===== src/synth_voice_pkg.sv =====
package synth_voice_pkg;

    // waveform select for one oscillator slot
    typedef enum logic [1:0]
    {
        WAVE_SAW    = 2'd0,  // ramp, reset default
        WAVE_SQUARE = 2'd1,  // phase msb spread over the sample
        WAVE_TRI    = 2'd2,  // folded ramp
        WAVE_MUTE   = 2'd3   // silent slot
    } wave_op_t;

    // data widths
    // phase accumulator and frequency word share one width
    localparam int PHASE_W_DEF = 16;  // accumulator bits

    // per-slot sample before mixing
    localparam int SAMPLE_W_DEF = 8;  // sample bits

    // the triangle shaper takes bits below the phase msb,
    // so PHASE_W has to be larger than SAMPLE_W

endpackage


===== src/synth_timing_pkg.sv =====
package synth_timing_pkg;

    // scan controller states
    typedef enum logic
    {
        SCAN_IDLE = 1'b0,  // waiting for trig
        SCAN_RUN  = 1'b1   // stepping through the slots
    } scan_state_t;

    // voice layout
    // one scan visits VOICES * V_OSC oscillator slots
    localparam int VOICES_DEF = 4;  // polyphony
    localparam int V_OSC_DEF  = 2;  // oscs per voice

    // step divider
    // the step strobe fires once every OSC_DIV audio clock cycles while a scan runs
    localparam int OSC_DIV_DEF = 3;  // clocks per step

endpackage

===== src/synth_top.sv =====
`timescale 1ns/100ps

module synth_top #(
    parameter int  VOICES   = synth_timing_pkg::VOICES_DEF,
    parameter int  V_OSC    = synth_timing_pkg::V_OSC_DEF,
    parameter int  OSC_DIV  = synth_timing_pkg::OSC_DIV_DEF,
    parameter int  PHASE_W  = synth_voice_pkg::PHASE_W_DEF,
    parameter int  SAMPLE_W = synth_voice_pkg::SAMPLE_W_DEF,
    localparam int SLOT_W   = $clog2(VOICES * V_OSC),
    localparam int MIX_W    = SAMPLE_W + $clog2(VOICES * V_OSC)
) (
    input  logic                      AUDIO_CLK,
    input  logic                      reset_reg_N,
    input  logic                      trig,
    input  logic                      cfg_we,
    input  logic [SLOT_W-1:0]         cfg_slot,
    input  logic [PHASE_W-1:0]        cfg_freq,
    input  synth_voice_pkg::wave_op_t cfg_wave,
    output logic                      run,
    output logic [MIX_W-1:0]          sample_out,
    output logic                      sample_valid
);

    logic                step;
    logic [SLOT_W-1:0]   slot;
    logic                slot_top;
    logic [SAMPLE_W-1:0] osc_sample;
    logic                osc_valid;
    logic                osc_last;

    synth_clk_gen #(
        .VOICES  (VOICES),
        .V_OSC   (V_OSC),
        .OSC_DIV (OSC_DIV)
    ) clk_gen_inst (
        .AUDIO_CLK   (AUDIO_CLK),
        .reset_reg_N (reset_reg_N),
        .trig        (trig),
        .run         (run),
        .step        (step),
        .slot        (slot),
        .slot_top    (slot_top)
    );

    voice_osc_bank #(
        .VOICES   (VOICES),
        .V_OSC    (V_OSC),
        .PHASE_W  (PHASE_W),
        .SAMPLE_W (SAMPLE_W)
    ) osc_bank_inst (
        .AUDIO_CLK   (AUDIO_CLK),
        .reset_reg_N (reset_reg_N),
        .step        (step),
        .slot        (slot),
        .slot_top    (slot_top),
        .cfg_we      (cfg_we),
        .cfg_slot    (cfg_slot),
        .cfg_freq    (cfg_freq),
        .cfg_wave    (cfg_wave),
        .osc_sample  (osc_sample),
        .osc_valid   (osc_valid),
        .osc_last    (osc_last)
    );

    sample_mixer #(
        .VOICES   (VOICES),
        .V_OSC    (V_OSC),
        .SAMPLE_W (SAMPLE_W)
    ) mixer_inst (
        .AUDIO_CLK    (AUDIO_CLK),
        .reset_reg_N  (reset_reg_N),
        .osc_sample   (osc_sample),
        .osc_valid    (osc_valid),
        .osc_last     (osc_last),
        .sample_out   (sample_out),
        .sample_valid (sample_valid)
    );

endmodule


===== src/sample_mixer.sv =====
`timescale 1ns/100ps

module sample_mixer #(
    parameter int  VOICES   = synth_timing_pkg::VOICES_DEF,
    parameter int  V_OSC    = synth_timing_pkg::V_OSC_DEF,
    parameter int  SAMPLE_W = synth_voice_pkg::SAMPLE_W_DEF,
    localparam int MIX_W    = SAMPLE_W + $clog2(VOICES * V_OSC)
) (
    input  logic                AUDIO_CLK,
    input  logic                reset_reg_N,
    input  logic [SAMPLE_W-1:0] osc_sample,
    input  logic                osc_valid,
    input  logic                osc_last,
    output logic [MIX_W-1:0]    sample_out,
    output logic                sample_valid
);

    logic [MIX_W-1:0] acc;       // running sum of this scan
    logic [MIX_W-1:0] acc_next;

    assign acc_next = acc + MIX_W'(osc_sample);

    always_ff @(posedge AUDIO_CLK)
    begin
        if (!reset_reg_N)
        begin
            acc          <= '0;
            sample_out   <= '0;
            sample_valid <= 1'b0;
        end
        else
        begin
            sample_valid <= osc_valid & osc_last;
            if (osc_valid && osc_last)
            begin
                sample_out <= acc_next;  // includes the top slot
                acc        <= '0;
            end
            else if (osc_valid)
            begin
                acc <= acc_next;
            end
        end
    end

endmodule


===== src/voice_osc_bank.sv =====
`timescale 1ns/100ps

module voice_osc_bank #(
    parameter int  VOICES   = synth_timing_pkg::VOICES_DEF,
    parameter int  V_OSC    = synth_timing_pkg::V_OSC_DEF,
    parameter int  PHASE_W  = synth_voice_pkg::PHASE_W_DEF,
    parameter int  SAMPLE_W = synth_voice_pkg::SAMPLE_W_DEF,
    localparam int SLOTS    = VOICES * V_OSC,
    localparam int SLOT_W   = $clog2(SLOTS)
) (
    input  logic                      AUDIO_CLK,
    input  logic                      reset_reg_N,
    input  logic                      step,
    input  logic [SLOT_W-1:0]         slot,
    input  logic                      slot_top,
    input  logic                      cfg_we,
    input  logic [SLOT_W-1:0]         cfg_slot,
    input  logic [PHASE_W-1:0]        cfg_freq,
    input  synth_voice_pkg::wave_op_t cfg_wave,
    output logic [SAMPLE_W-1:0]       osc_sample,
    output logic                      osc_valid,
    output logic                      osc_last
);

    logic [PHASE_W-1:0]        phase_mem [SLOTS];
    logic [PHASE_W-1:0]        freq_mem  [SLOTS];
    synth_voice_pkg::wave_op_t wave_mem  [SLOTS];
    logic [PHASE_W-1:0]        next_phase;

    function automatic logic [SAMPLE_W-1:0] shape(
        input logic [PHASE_W-1:0]        ph,
        input synth_voice_pkg::wave_op_t op
    );
        logic [SAMPLE_W-1:0] tri_raw;
        tri_raw = ph[PHASE_W-2 -: SAMPLE_W];  // skip the msb
        case (op)
            synth_voice_pkg::WAVE_SAW:    shape = ph[PHASE_W-1 -: SAMPLE_W];
            synth_voice_pkg::WAVE_SQUARE: shape = {SAMPLE_W{ph[PHASE_W-1]}};
            synth_voice_pkg::WAVE_TRI:    shape = ph[PHASE_W-1] ? ~tri_raw : tri_raw;
            default:                      shape = '0;  // mute
        endcase
    endfunction

    assign next_phase = phase_mem[slot] + freq_mem[slot];  // wraps mod 2^PHASE_W

    always_ff @(posedge AUDIO_CLK)
    begin
        if (!reset_reg_N)
        begin
            for (int i = 0; i < SLOTS; i++)
            begin
                phase_mem[i] <= '0;
                freq_mem[i]  <= '0;
                wave_mem[i]  <= synth_voice_pkg::WAVE_SAW;
            end
        end
        else
        begin
            if (step)
                phase_mem[slot] <= next_phase;
            if (cfg_we)  // a write to the stepped slot wins
            begin
                phase_mem[cfg_slot] <= '0;
                freq_mem[cfg_slot]  <= cfg_freq;
                wave_mem[cfg_slot]  <= cfg_wave;
            end
        end
    end

    always_ff @(posedge AUDIO_CLK)
    begin
        if (step)
            osc_sample <= shape(next_phase, wave_mem[slot]);
    end

    always_ff @(posedge AUDIO_CLK)
    begin
        if (!reset_reg_N)
        begin
            osc_valid <= 1'b0;
            osc_last  <= 1'b0;
        end
        else
        begin
            osc_valid <= step;
            osc_last  <= step & slot_top;  // mixer closes the sum on this one
        end
    end

endmodule


===== src/synth_clk_gen.sv =====
`timescale 1ns/100ps

module synth_clk_gen #(
    parameter int  VOICES  = synth_timing_pkg::VOICES_DEF,
    parameter int  V_OSC   = synth_timing_pkg::V_OSC_DEF,
    parameter int  OSC_DIV = synth_timing_pkg::OSC_DIV_DEF,
    localparam int SLOT_W  = $clog2(VOICES * V_OSC)
) (
    input  logic              AUDIO_CLK,
    input  logic              reset_reg_N,
    input  logic              trig,
    output logic              run,
    output logic              step,      // one cycle per slot
    output logic [SLOT_W-1:0] slot,      // index counter
    output logic              slot_top
);

    localparam int DIV_W = (OSC_DIV > 1) ? $clog2(OSC_DIV) : 1;

    synth_timing_pkg::scan_state_t state;
    logic                          trig_dly;
    logic [DIV_W-1:0]              div_cnt;
    logic                          trig_rise;
    logic                          scan_end;
    logic                          div_wrap;

    assign trig_rise = trig & ~trig_dly;
    assign scan_end  = step & slot_top;  // last slot just stepped
    assign div_wrap  = (div_cnt == DIV_W'(OSC_DIV - 1));
    assign run       = (state == synth_timing_pkg::SCAN_RUN);

    always_ff @(posedge AUDIO_CLK)
    begin
        if (!reset_reg_N)
        begin
            trig_dly <= 1'b0;
            state    <= synth_timing_pkg::SCAN_IDLE;
        end
        else
        begin
            trig_dly <= trig;
            if (scan_end)
                state <= synth_timing_pkg::SCAN_IDLE;
            else if (trig_rise && !run)  // retrigger ignored
                state <= synth_timing_pkg::SCAN_RUN;
        end
    end

    // the divider restarts with every scan, so the first step comes OSC_DIV cycles after run rises
    always_ff @(posedge AUDIO_CLK)
    begin
        if (!reset_reg_N || !run || scan_end)
        begin
            div_cnt <= '0;
            step    <= 1'b0;
        end
        else
        begin
            div_cnt <= div_wrap ? '0 : div_cnt + 1'b1;
            step    <= div_wrap;
        end
    end

    timing_gen #(
        .VOICES (VOICES),
        .V_OSC  (V_OSC)
    ) timing_gen_inst (
        .AUDIO_CLK   (AUDIO_CLK),
        .reset_reg_N (reset_reg_N),
        .step        (step),
        .slot        (slot),
        .slot_top    (slot_top)
    );

endmodule


===== src/timing_gen.sv =====
`timescale 1ns/100ps

module timing_gen #(
    parameter int  VOICES = synth_timing_pkg::VOICES_DEF,
    parameter int  V_OSC  = synth_timing_pkg::V_OSC_DEF,
    localparam int SLOTS  = VOICES * V_OSC,
    localparam int SLOT_W = $clog2(SLOTS)
) (
    input  logic              AUDIO_CLK,
    input  logic              reset_reg_N,
    input  logic              step,
    output logic [SLOT_W-1:0] slot,
    output logic              slot_top
);

    localparam logic [SLOT_W-1:0] LAST_SLOT = SLOT_W'(SLOTS - 1);

    // slot stays put between steps so the bank can read it on the step cycle
    assign slot_top = (slot == LAST_SLOT);

    always_ff @(posedge AUDIO_CLK)
    begin
        if (!reset_reg_N)
        begin
            slot <= '0;
        end
        else if (step)
        begin
            if (slot_top)
                slot <= '0;  // scan done, back to first slot
            else
                slot <= slot + 1'b1;
        end
    end

endmodule


===== config.mk =====
export PLATFORM = sky130hd
export DESIGN_NAME = synth_top
export DESIGN_NICKNAME = d
export VERILOG_FILES = /design/src/synth_voice_pkg.sv /design/src/synth_timing_pkg.sv /design/src/synth_top.sv /design/src/sample_mixer.sv /design/src/voice_osc_bank.sv /design/src/synth_clk_gen.sv /design/src/timing_gen.sv
export SDC_FILE = /design/constraint.sdc
export NUM_CORES = 1
export LEC_CHECK = 0
export ABC_AREA = 1
export BUFFER_PORTS_ARGS = -buffer_cell sky130_fd_sc_hd__buf_4
export CORE_UTILIZATION = 45
export DETAILED_ROUTE_END_ITERATION = 12
export GPL_TIMING_DRIVEN = 0
export PLACE_DENSITY_LB_ADDON = 0.08
export SYNTH_ARGS = -nofsm -noshare
export SYNTH_HDL_FRONTEND = slang
export SYNTH_SLANG_ARGS = --single-unit
export TNS_END_PERCENT = 50

===== constraint.sdc =====
create_clock -name AUDIO_CLK -period 4.77 [get_ports AUDIO_CLK]
set_clock_uncertainty 0.05 [all_clocks]
set_input_delay 0.7155 -clock AUDIO_CLK [delete_from_list [all_inputs] [get_ports AUDIO_CLK]]
set_output_delay 0.7155 -clock AUDIO_CLK [all_outputs]
set_load 0.1 [all_outputs]

# Word level (Yosys, flattened, before mapping)
# Memories as Yosys holds them, arrays and structs flattened. A register that Yosys moved wholly into a read port is not among the register bits.
# Cells that the tools add are included.
# Widths: inputs -> output; s select.
# op_classes
n_addsub	4
n_eq_ne	4
mux	28
bitwise	6
n_reduce_logical	14
# ops
op	count
$mux 16	3
$reduce_or 16->1	3
$mux 3	11
$pmux 8 s3	1
$add 16x16->16	1
$add 11x8->11	1
$mux 1	11
$mux 8	1
$not 8->8	1
$reduce_or 2->1	4
$eq 2x2->1 const B	2
$add 3x1->3 const B	1
$and 1x1->1	3
$eq 3x3->1 const B	1
$add 2x1->2 const B	1
$eq 2x1->1 const B	1
$logic_and 1x1->1	2
$logic_not 1->1	2
$logic_not 2->1	1
$logic_or 1x1->1	2
$mux 2	1
$not 1->1	2
# totals
regBits	41
ramBits	272
word_cells	70
n_memories	3
# mem_list
memory	depth	word_bits	rd	rd_ports_with_merged_regs	write_ports	line	text
osc_bank_inst.freq_mem	8	16	1	1	8	voice_osc_bank.sv:26	logic [PHASE_W-1:0] freq_mem [SLOTS];
osc_bank_inst.phase_mem	8	16	1	1	8	voice_osc_bank.sv:25	logic [PHASE_W-1:0] phase_mem [SLOTS];
osc_bank_inst.wave_mem	8	2	1	1	8	voice_osc_bank.sv:27	synth_voice_pkg::wave_op_t wave_mem [SLOTS];

# Longest topological paths before layout
# Gate-level depths: netlist (run 1).
# logic_depth
ltp_word	5
ltp_mapped	22

# Modules after synthesis
# From an unflattened synthesis (run 1), not the netlist that was laid out.
# hier_totals
hier_cells	1830
area_unflattened_um2	14810.5
# by_module_without_submodules
mod	instances	cells_per_inst	area_per_inst_um2	seq_area_each_um2
voice_osc_bank	1	1582	13110.1	7166.9
sample_mixer	1	208	1377.6	460.4
synth_clk_gen	1	22	181.4	100.1
timing_gen	1	18	141.4	60.1

# Worst setup path before layout (run 1)
# Ideal clock, no wire load.
# synth_path
path_kind	reg2reg
startpoint	reg (tool-made name)
endpoint	reg osc_bank_inst.osc_sample[1] (data pin)
arrival_ns	2.883
required_ns	4.467
slack_ns	1.584
stages_incl_launch_ff	21
n_path_buf	5
cell_sequence	dfxtp_1 > inv_2 > buf_2 > buf_4 > buf_4 > clkbuf_1 > o21ai_0 > a31oi_1 > ha_1 > inv_1 > fa_1 > inv_1 > nand3_1 > nand3_1 > nand2_1 > nand2_1 > xor2_1 > buf_2 > nand3_1 > nand3_1 > nand2_1
# synth_lines
item	line	text
end signal, assigned	voice_osc_bank.sv:73	osc_sample <= shape(next_phase, wave_mem[slot]);
end, declared	voice_osc_bank.sv:20	output logic [SAMPLE_W-1:0] osc_sample,

==> results of run 1 <==
## power groups by stage
stage / logic, mW / clock network, mW / registers [mW]
global placement: 0.379 / 0 / 3.00
finish: 0.389 / 2.95 / 2.95
floorplan: 0.227 / 0 / 3.00
global route: 0.422 / 3.09 / 2.95
detailed placement: 0.380 / 0 / 3.00
CTS: 0.382 / 2.98 / 2.95
## flip-flops by register name, summed over array words and instances (netlist names), 2 cells and up, named ones only
signal / cells
clk_gen_inst.div_cnt: 2
clk_gen_inst.timing_gen_inst.slot: 3
mixer_inst.acc: 11
mixer_inst.sample_out: 11
osc_bank_inst.freq_mem: 128
osc_bank_inst.osc_sample: 8
osc_bank_inst.phase_mem: 128
osc_bank_inst.wave_mem: 16
## Yosys cell counts (all sizes together)
cell type,count
o22ai,45
ha,26
xnor2,7
a22oi,1
nand3b,4
o21a,1
a211oi,1
clkinv,1
xor2,7
nand4,5
o31ai,1
inv,186
buf,54
clkbuf,35
or2,16
a21o,1
a31oi,28
a21oi,146
nand2,409
nor3,3
a22o,7
o21ai,146
edfxtp,152
and2,1
o21bai,1
nor2,432
dfxtp,164
nand3,68
fa,2
## area by class of cell
class | count | area [um^2]
clock inverter | 15 | 170
multi-input combinational | 1358 | 6390
buffer | 88 | 404
timing repair buffer | 37 | 278
sequential | 316 | 7850
clock buffer | 53 | 1100
fill | 3298 | 16100
tap | 448 | 561
inverter | 187 | 702
## worst paths after layout
kind / startpoint / end / slack, ns
max: register / osc_bank_inst.osc_sample[0] / 0.15
min: trig / clk_gen_inst.trig_dly / 0.36
max reg2reg: register / osc_bank_inst.osc_sample[0] / 0.15
min reg2reg: clk_gen_inst.div_cnt[0] / clk_gen_inst.div_cnt[0] / 0.36
## logic make-up after synthesis
group                    after synthesis  synth area share
AND/OR/NAND/NOR                      938             0.249
AO/OA/AOI/OAI                        378             0.135
flip-flops                           316             0.512
buffers and inverters                276            0.0718
adder cells (fa/ha/maj)               28            0.0238
XOR/XNOR                              14           0.00849
## critical path: cells and delay by family (launching register included)
family | cells | cell delay, ns
AO/OA/AOI/OAI | 3 | 1.00
adder cells (fa/ha/maj) | 1 | 0.47
flip-flops | 1 | 0.38
buffers and inverters | 6 | 1.59
AND/OR/NAND/NOR | 6 | 0.85
## timing repair
action                                  CTS  global route
hold buffers                              0             0
gates resized for setup                   0            12
pin swaps                                 0             0
setup buffers                             0             0
endpoints found under the setup margin    3            31
cloned                                    0             0
## layer usage
metal | vias to the layer above | routed length, um | part of all wire
met4 | 0 | 2310 | 0.046
met1 | 6302 | 21100 | 0.42
li1 | 6532 | - | -
met3 | 119 | 3460 | 0.069
met5 | - | 0 | 0
met2 | 498 | 23200 | 0.46
==> metrics.log, run 1 <==
[metrics] outcome: finished, final reports clean
[metrics] part of the power in combinational logic: 0.062
[metrics] total I/O pin count: 38
[metrics] internal power: 4.83 mW
[metrics] cell breakdown of the critical path: inv_1 > buf_2 > buf_1 > clkbuf_1 > a31oi_1 > ha_1 > nand2_1 > inv_2 > a21oi_1 > nand2_2 > a21oi_2 > nand3_2 > nand3_2 > nand2_1 > inv_1 > nand2_1
[metrics] slew at the pin closest to its max-slew limit: 1.05 ns
[metrics] number of antenna violations at the first check in global routing: 1
[metrics] switching power: 1.45 mW
[metrics] fraction of layout instances using a drive strength above 1: 0.101
[metrics] Max-slew headroom: 0.299
[metrics] class of the most critical hold timing path: input pin to register
[metrics] total negative slack for setup checks: 0 ns
[metrics] Tot GR Track Use: 0.289
[metrics] routability-driven placement congestion ratio: 0.933
[metrics] placed cell count: 2435
[metrics] Finish-stage setup viols: 0
[metrics] most common cell after layout, fill and taps aside: sky130_fd_sc_hd__nor2_1
[metrics] commonest non-fill, non-tap cells in the layout: 421 x sky130_fd_sc_hd__nor2_1, 390 x sky130_fd_sc_hd__nand2_1, 171 x sky130_fd_sc_hd__inv_1
[metrics] Clk pwr share: 0.469
[metrics] final count of pins violating max slew: 0
[metrics] via/cell ratio: 5.38
[metrics] least setup slack across all paths after layout: 0.154 ns
[metrics] insertion delay of the later-clocked pin in the worst-skew pair: 0.53 ns
[metrics] Sinks on Clock Net: 316
[metrics] area growth from synthesis to final layout: 13.9%
[metrics] maximum resistive drop on vdd: 0.384 mV
[metrics] met2 Resource Use GR: 0.473
[metrics] number of instances in the synthesized netlist: 1950
[metrics] number of nets in the layout: 2078
[metrics] die boundary height: approximately 190 um
[metrics] number of different library cells in the post-synthesis netlist: 46
[metrics] cell type of the slowest stage on the worst timing path: sky130_fd_sc_hd__clkbuf_1
[metrics] pre-CTS setup slack: -0.0819 ns
[metrics] Final Hold Violating Endpoints: 0
[metrics] average instance area after synthesis: 7.86 um^2
[metrics] area of the core: 33500 um^2
[metrics] number of search-and-repair iterations in the first detailed-routing pass: 6
[metrics] worst hold slack after final layout: between 0.3 and 0.4 ns
[metrics] detailed placer's ending HPWL: 35300 um
[metrics] effective utilization at floorplan: 0.457
[metrics] clock tree buffer depth: 3
[metrics] die area: roughly 35000 um^2
[metrics] number of flip-flops and latches in the synthesized netlist: 316
[metrics] Net Count, Synth: 2003
[metrics] minimum clock period: 4.62 ns
[metrics] number of port buffers: 37
[metrics] portion of the clock cycle consumed by the worst path in the final layout: 0.968
[metrics] highest clock frequency the design can meet: 217 MHz
[metrics] Total Routed Length: between 50000 and 60000 um
[metrics] wire length per cell: 20.0 um
[metrics] largest net degree at the start of global routing: 20
[metrics] PnR Total Power: around 6.3 mW
[metrics] crit end category: register
[metrics] clock edge transition at the registers on the reported setup and hold paths: approximately 0.06 ns
[metrics] dominant cells by area after synthesis: sky130_fd_sc_hd__edfxtp_1 30%, sky130_fd_sc_hd__dfxtp_1 21%, sky130_fd_sc_hd__nor2_1 10%
[metrics] leak pwr: 7.12 nW
[metrics] Crit path top cell by count: sky130_fd_sc_hd__nand2_1
[metrics] final non-filler cell area: around 17000 um^2
[metrics] wire length of the first global-routing pass: 76000 um
[metrics] number of instances on the worst hold path: 3
[metrics] Yosys warning count: 0
[metrics] power density over cell area: 360 nW/um^2
[metrics] delay of the slowest critical-path stage: 0.64 ns
[metrics] sequential fraction of the synthesis area: 0.512
[metrics] Worst Setup Path Type: register to register
[metrics] die width: 187 um
[metrics] overflow left after global routing: 0
[metrics] Finished Core Util: 0.521
[metrics] Arr. time, crit path: just under 5 ns
[metrics] met3 track utilization from global routing: 0.0463
[metrics] CP Max Fanout: 10
[metrics] top-area cell type share of the netlist area: 0.298
[metrics] via count: about 13000
[metrics] violation count after the first detailed-routing iteration: roughly 1300
[metrics] clock buffers created by TritonCTS: 37
[metrics] area leader, netlist: sky130_fd_sc_hd__edfxtp_1
[metrics] clock tree from TritonCTS: yes
[metrics] final cell count without fillers: approximately 2500
[metrics] number of global-route vias before repair: roughly 13000
[metrics] summed instance area of the synthesized netlist: ~15000 um^2
[metrics] gr busiest metal: met2
[metrics] maximum level of the CTS H-tree: 2
[metrics] Worst Setup Start Kind: register
[metrics] number of cells traversed by the worst register-to-register path: 16
[metrics] relative contribution of sequential cells to total power: 0.469
[metrics] Row Count: 67
[metrics] CTS Root Buffer Type: sky130_fd_sc_hd__clkbuf_16
[metrics] count of antenna-violating nets left after detailed routing: 0
[metrics] met1 routing resource usage after global routing: 0.373
[metrics] MaxCap Viol Count: 0
[metrics] fraction of power spent switching nets: 0.231
[metrics] diode count: 0
[metrics] cell area reported after detailed placement: ~16000 um^2
[metrics] CP Data Required Time: 4.99 ns
[metrics] drt drc: 0
Power figures use the tool's default switching activity.
==> run 2, diff against run 1 <==
--- a/config.mk
+++ b/config.mk
@@ -10,6 +10,7 @@
 export CORE_UTILIZATION = 45
 export DETAILED_ROUTE_END_ITERATION = 12
 export GPL_TIMING_DRIVEN = 0
+export MAX_ROUTING_LAYER = met4
 export PLACE_DENSITY_LB_ADDON = 0.08
 export SYNTH_ARGS = -nofsm -noshare
 export SYNTH_HDL_FRONTEND = slang
==> metrics.log, run 2 (same netlist as run 1, synthesis figures left out) <==
[metrics] highest clock frequency the design can meet: 223 MHz (+2.9%)
[metrics] setup repair after global routing missed its margin: no
[metrics] fraction of power spent switching nets: 0.234 (+0.00268)
[metrics] insertion delay of the later-clocked pin in the worst-skew pair: 0.54 ns (about the same)
[metrics] worst hold slack after final layout: 0.355 ns (-0.00216 ns)
[metrics] via count: 13428 (-0.17%)
[metrics] violation count after the first detailed-routing iteration: 1204 (-9.1%)
[metrics] leak pwr: 7.07 nW (-0.81%)
[metrics] class of the most critical hold timing path: input pin to register
[metrics] die width: 187 um (unchanged)
[metrics] destination of the worst register-to-register timing path: osc_bank_inst.osc_sample[1]
[metrics] portion of the clock cycle consumed by the worst path in the final layout: 0.940 (-0.0277)
[metrics] drt drc: 0 (unchanged)
[metrics] Tot GR Track Use: 0.297 (+0.00734)
[metrics] routed metal-1 wire length: 21600 um (+2.0%)
[metrics] number of antenna violations at the first check in global routing: 1 (unchanged)
[metrics] slew at the pin closest to its max-slew limit: 1.09 ns (+0.0376 ns)
[metrics] Sinks on Clock Net: 316 (unchanged)
[metrics] area of the core: 33500 um^2 (unchanged)
[metrics] routability-driven placement congestion ratio: 0.930 (-0.28%)
[metrics] reg2reg setup slack: 0.29 ns (+0.13 ns)
[metrics] number of port buffers: 37 (unchanged)
[metrics] met3 wire length: 2990 um (-14%)
[metrics] crit end category: register
[metrics] MaxCap Viol Count: 0 (unchanged)
[metrics] die area: 34800 um^2 (unchanged)
[metrics] power density over cell area: 353 nW/um^2 (-1.9%)
[metrics] CTS Root Buffer Type: sky130_fd_sc_hd__clkbuf_16
[metrics] Clk pwr share: 0.456 (-0.013)
[metrics] CP Max Fanout: 10 (unchanged)
[metrics] commonest non-fill, non-tap cells in the layout: 421 x sky130_fd_sc_hd__nor2_1, 391 x sky130_fd_sc_hd__nand2_1, 171 x sky130_fd_sc_hd__inv_1
[metrics] total negative slack for setup checks: 0 ns (unchanged)
[metrics] outcome: finished, final reports clean
[metrics] Max-slew headroom: 0.274 (-0.0252)
[metrics] PnR Total Power: 6.12 mW (-2.6%)
[metrics] overflow left after global routing: 0 (unchanged)
[metrics] Arr. time, crit path: 4.72 ns (-0.12 ns)
[metrics] largest registers: osc_bank_inst.freq_mem x128, osc_bank_inst.phase_mem x128, osc_bank_inst.wave_mem x16
[metrics] pre-CTS setup slack: -0.0319 ns (+0.0500 ns)
[metrics] uppermost signal routing layer after detailed routing: met4
[metrics] detailed placer's ending HPWL: 35300 um (about the same)
[metrics] final cell count without fillers: 2497 (-0.20%)
[metrics] total I/O pin count: 38 (unchanged)
[metrics] fraction of layout instances using a drive strength above 1: 0.0977 (-0.00312)
[metrics] Worst Setup Path Type: register to register
[metrics] maximum resistive drop on vdd: 0.213 mV (-44%)
[metrics] number of nets in the layout: 2078 (unchanged)
[metrics] number of global-route vias before repair: 12514 (-1.9%)
[metrics] clock tree buffer depth: 3 (unchanged)
[metrics] least setup slack across all paths after layout: 0.286 ns (+0.132 ns)
[metrics] most common cell after layout, fill and taps aside: sky130_fd_sc_hd__nor2_1
[metrics] via/cell ratio: 5.38 (about the same)
[metrics] post-cts hold buffer count: 0 (unchanged)
[metrics] part of the power in combinational logic: 0.063 (about the same)
[metrics] relative contribution of sequential cells to total power: 0.481 (+0.012)
[metrics] maximum level of the CTS H-tree: 2 (unchanged)
[metrics] Critical path destination: osc_bank_inst.osc_sample[1]
[metrics] wire length per cell: 20.1 um (+0.19%)
[metrics] Total Routed Length: 50100 um (about the same)
[metrics] Finish-stage setup viols: 0 (unchanged)
[metrics] number of cells traversed by the worst register-to-register path: 21 (+5)
[metrics] Worst Setup Start Kind: register
[metrics] count of antenna-violating nets left after detailed routing: 0 (unchanged)
[metrics] clock tree from TritonCTS: yes
[metrics] largest net degree at the start of global routing: 19 (-5.0%)
[metrics] Row Count: 67 (unchanged)
[metrics] final count of pins violating max slew: 0 (unchanged)
[metrics] area growth from synthesis to final layout: 13.1%
[metrics] number of search-and-repair iterations in the first detailed-routing pass: 5 (-1)
[metrics] startpoint of the lowest-slack hold path: trig
[metrics] internal power: 4.69 mW (-2.9%)
[metrics] sum of met2 wire segment lengths after detailed routing: 22900 um (-1.3%)
[metrics] Final Hold Violating Endpoints: 0 (unchanged)
[metrics] switching power: 1.43 mW (-1.4%)
[metrics] placed cell count: 2435 (unchanged)
[metrics] effective utilization at floorplan: 0.457 (unchanged)
[metrics] clock buffers created by TritonCTS: 36 (-2.7%)
[metrics] wire length of the first global-routing pass: 75300 um (-0.94%)
[metrics] die boundary height: 187 um (unchanged)
[metrics] CP Data Required Time: 5.00 ns (about the same)
[metrics] minimum clock period: 4.48 ns (-0.132 ns)
[metrics] clock edge transition at the registers on the reported setup and hold paths: 0.05 ns (about the same)
[run 2: what timing repair did]
action,4_1_cts,5_1_grt
endpoints found under the setup margin,1,27
setup buffers,0,0
gates resized for setup,1,11
[run 2: through the flow]
step	util	area (um^2)
finish	0.517	17300
global route	0.517	17300
CTS	0.517	17300
detailed placement	0.482	16200
global placement	0.482	16200
floorplan	-	15300
[run 2: per-layer routing]
layer,vias to the layer above,GRT usage
li1,6514,-
met1,6326,0.376
met2,470,0.466
met3,118,0.0376
met4,0,0.152
met5,-,-
[run 2: how the worst min path moves through the flow]
stage,to,depth (start not counted)
3_3_place_gp,clk_gen_inst.run,1
4_1_cts,clk_gen_inst.trig_dly,3
3_5_place_dp,clk_gen_inst.div_cnt[0],1
2_1_floorplan,clk_gen_inst.div_cnt[0],1
6_report,clk_gen_inst.trig_dly,3
5_1_grt,clk_gen_inst.trig_dly,3
[run 2: area by class of cell]
cell class                      count  area [um^2]
Fill cell                        3330        16200
Tap cell                          448          561
Buffer                             89          407
Timing Repair Buffer               37          278
Clock buffer                       55         1050
Clock inverter                      6          103
Multi-Input combinational cell   1358         6390
Sequential cell                   316         7850
Antenna cell                        1         2.50
Inverter                          187          702
[run 2: power by group through the flow]
| stage | Clock (mW) | Combinational, mW | Sequential [mW] |
|---|---|---|---|
| finish | 2.79 | 0.387 | 2.95 |
| global route | 2.91 | 0.420 | 2.95 |
| CTS | 2.80 | 0.383 | 2.95 |
| detailed placement | 0 | 0.381 | 3.00 |
| global placement | 0 | 0.379 | 3.00 |
| floorplan | 0 | 0.227 | 3.00 |
[run 2: critical path, stage by stage, from the launching register on]
cell and delay (ns):
sky130_fd_sc_hd__dfxtp_1 0.34, sky130_fd_sc_hd__buf_4 0.18, sky130_fd_sc_hd__buf_6 0.16, sky130_fd_sc_hd__buf_2 0.24
sky130_fd_sc_hd__buf_2 0.36, sky130_fd_sc_hd__nor2_1 0.09, sky130_fd_sc_hd__o22ai_1 0.20, sky130_fd_sc_hd__nor2_1 0.09
sky130_fd_sc_hd__a31oi_2 0.33, sky130_fd_sc_hd__ha_1 0.28, sky130_fd_sc_hd__inv_1 0.07, sky130_fd_sc_hd__fa_1 0.41
sky130_fd_sc_hd__inv_1 0.09, sky130_fd_sc_hd__nand3_1 0.07, sky130_fd_sc_hd__nand3_1 0.18, sky130_fd_sc_hd__nand2_1 0.09
sky130_fd_sc_hd__nand2_1 0.10, sky130_fd_sc_hd__xor2_1 0.32, sky130_fd_sc_hd__clkbuf_4 0.32, sky130_fd_sc_hd__nand3_1 0.10
sky130_fd_sc_hd__nand3_1 0.10, sky130_fd_sc_hd__nand2_1 0.05
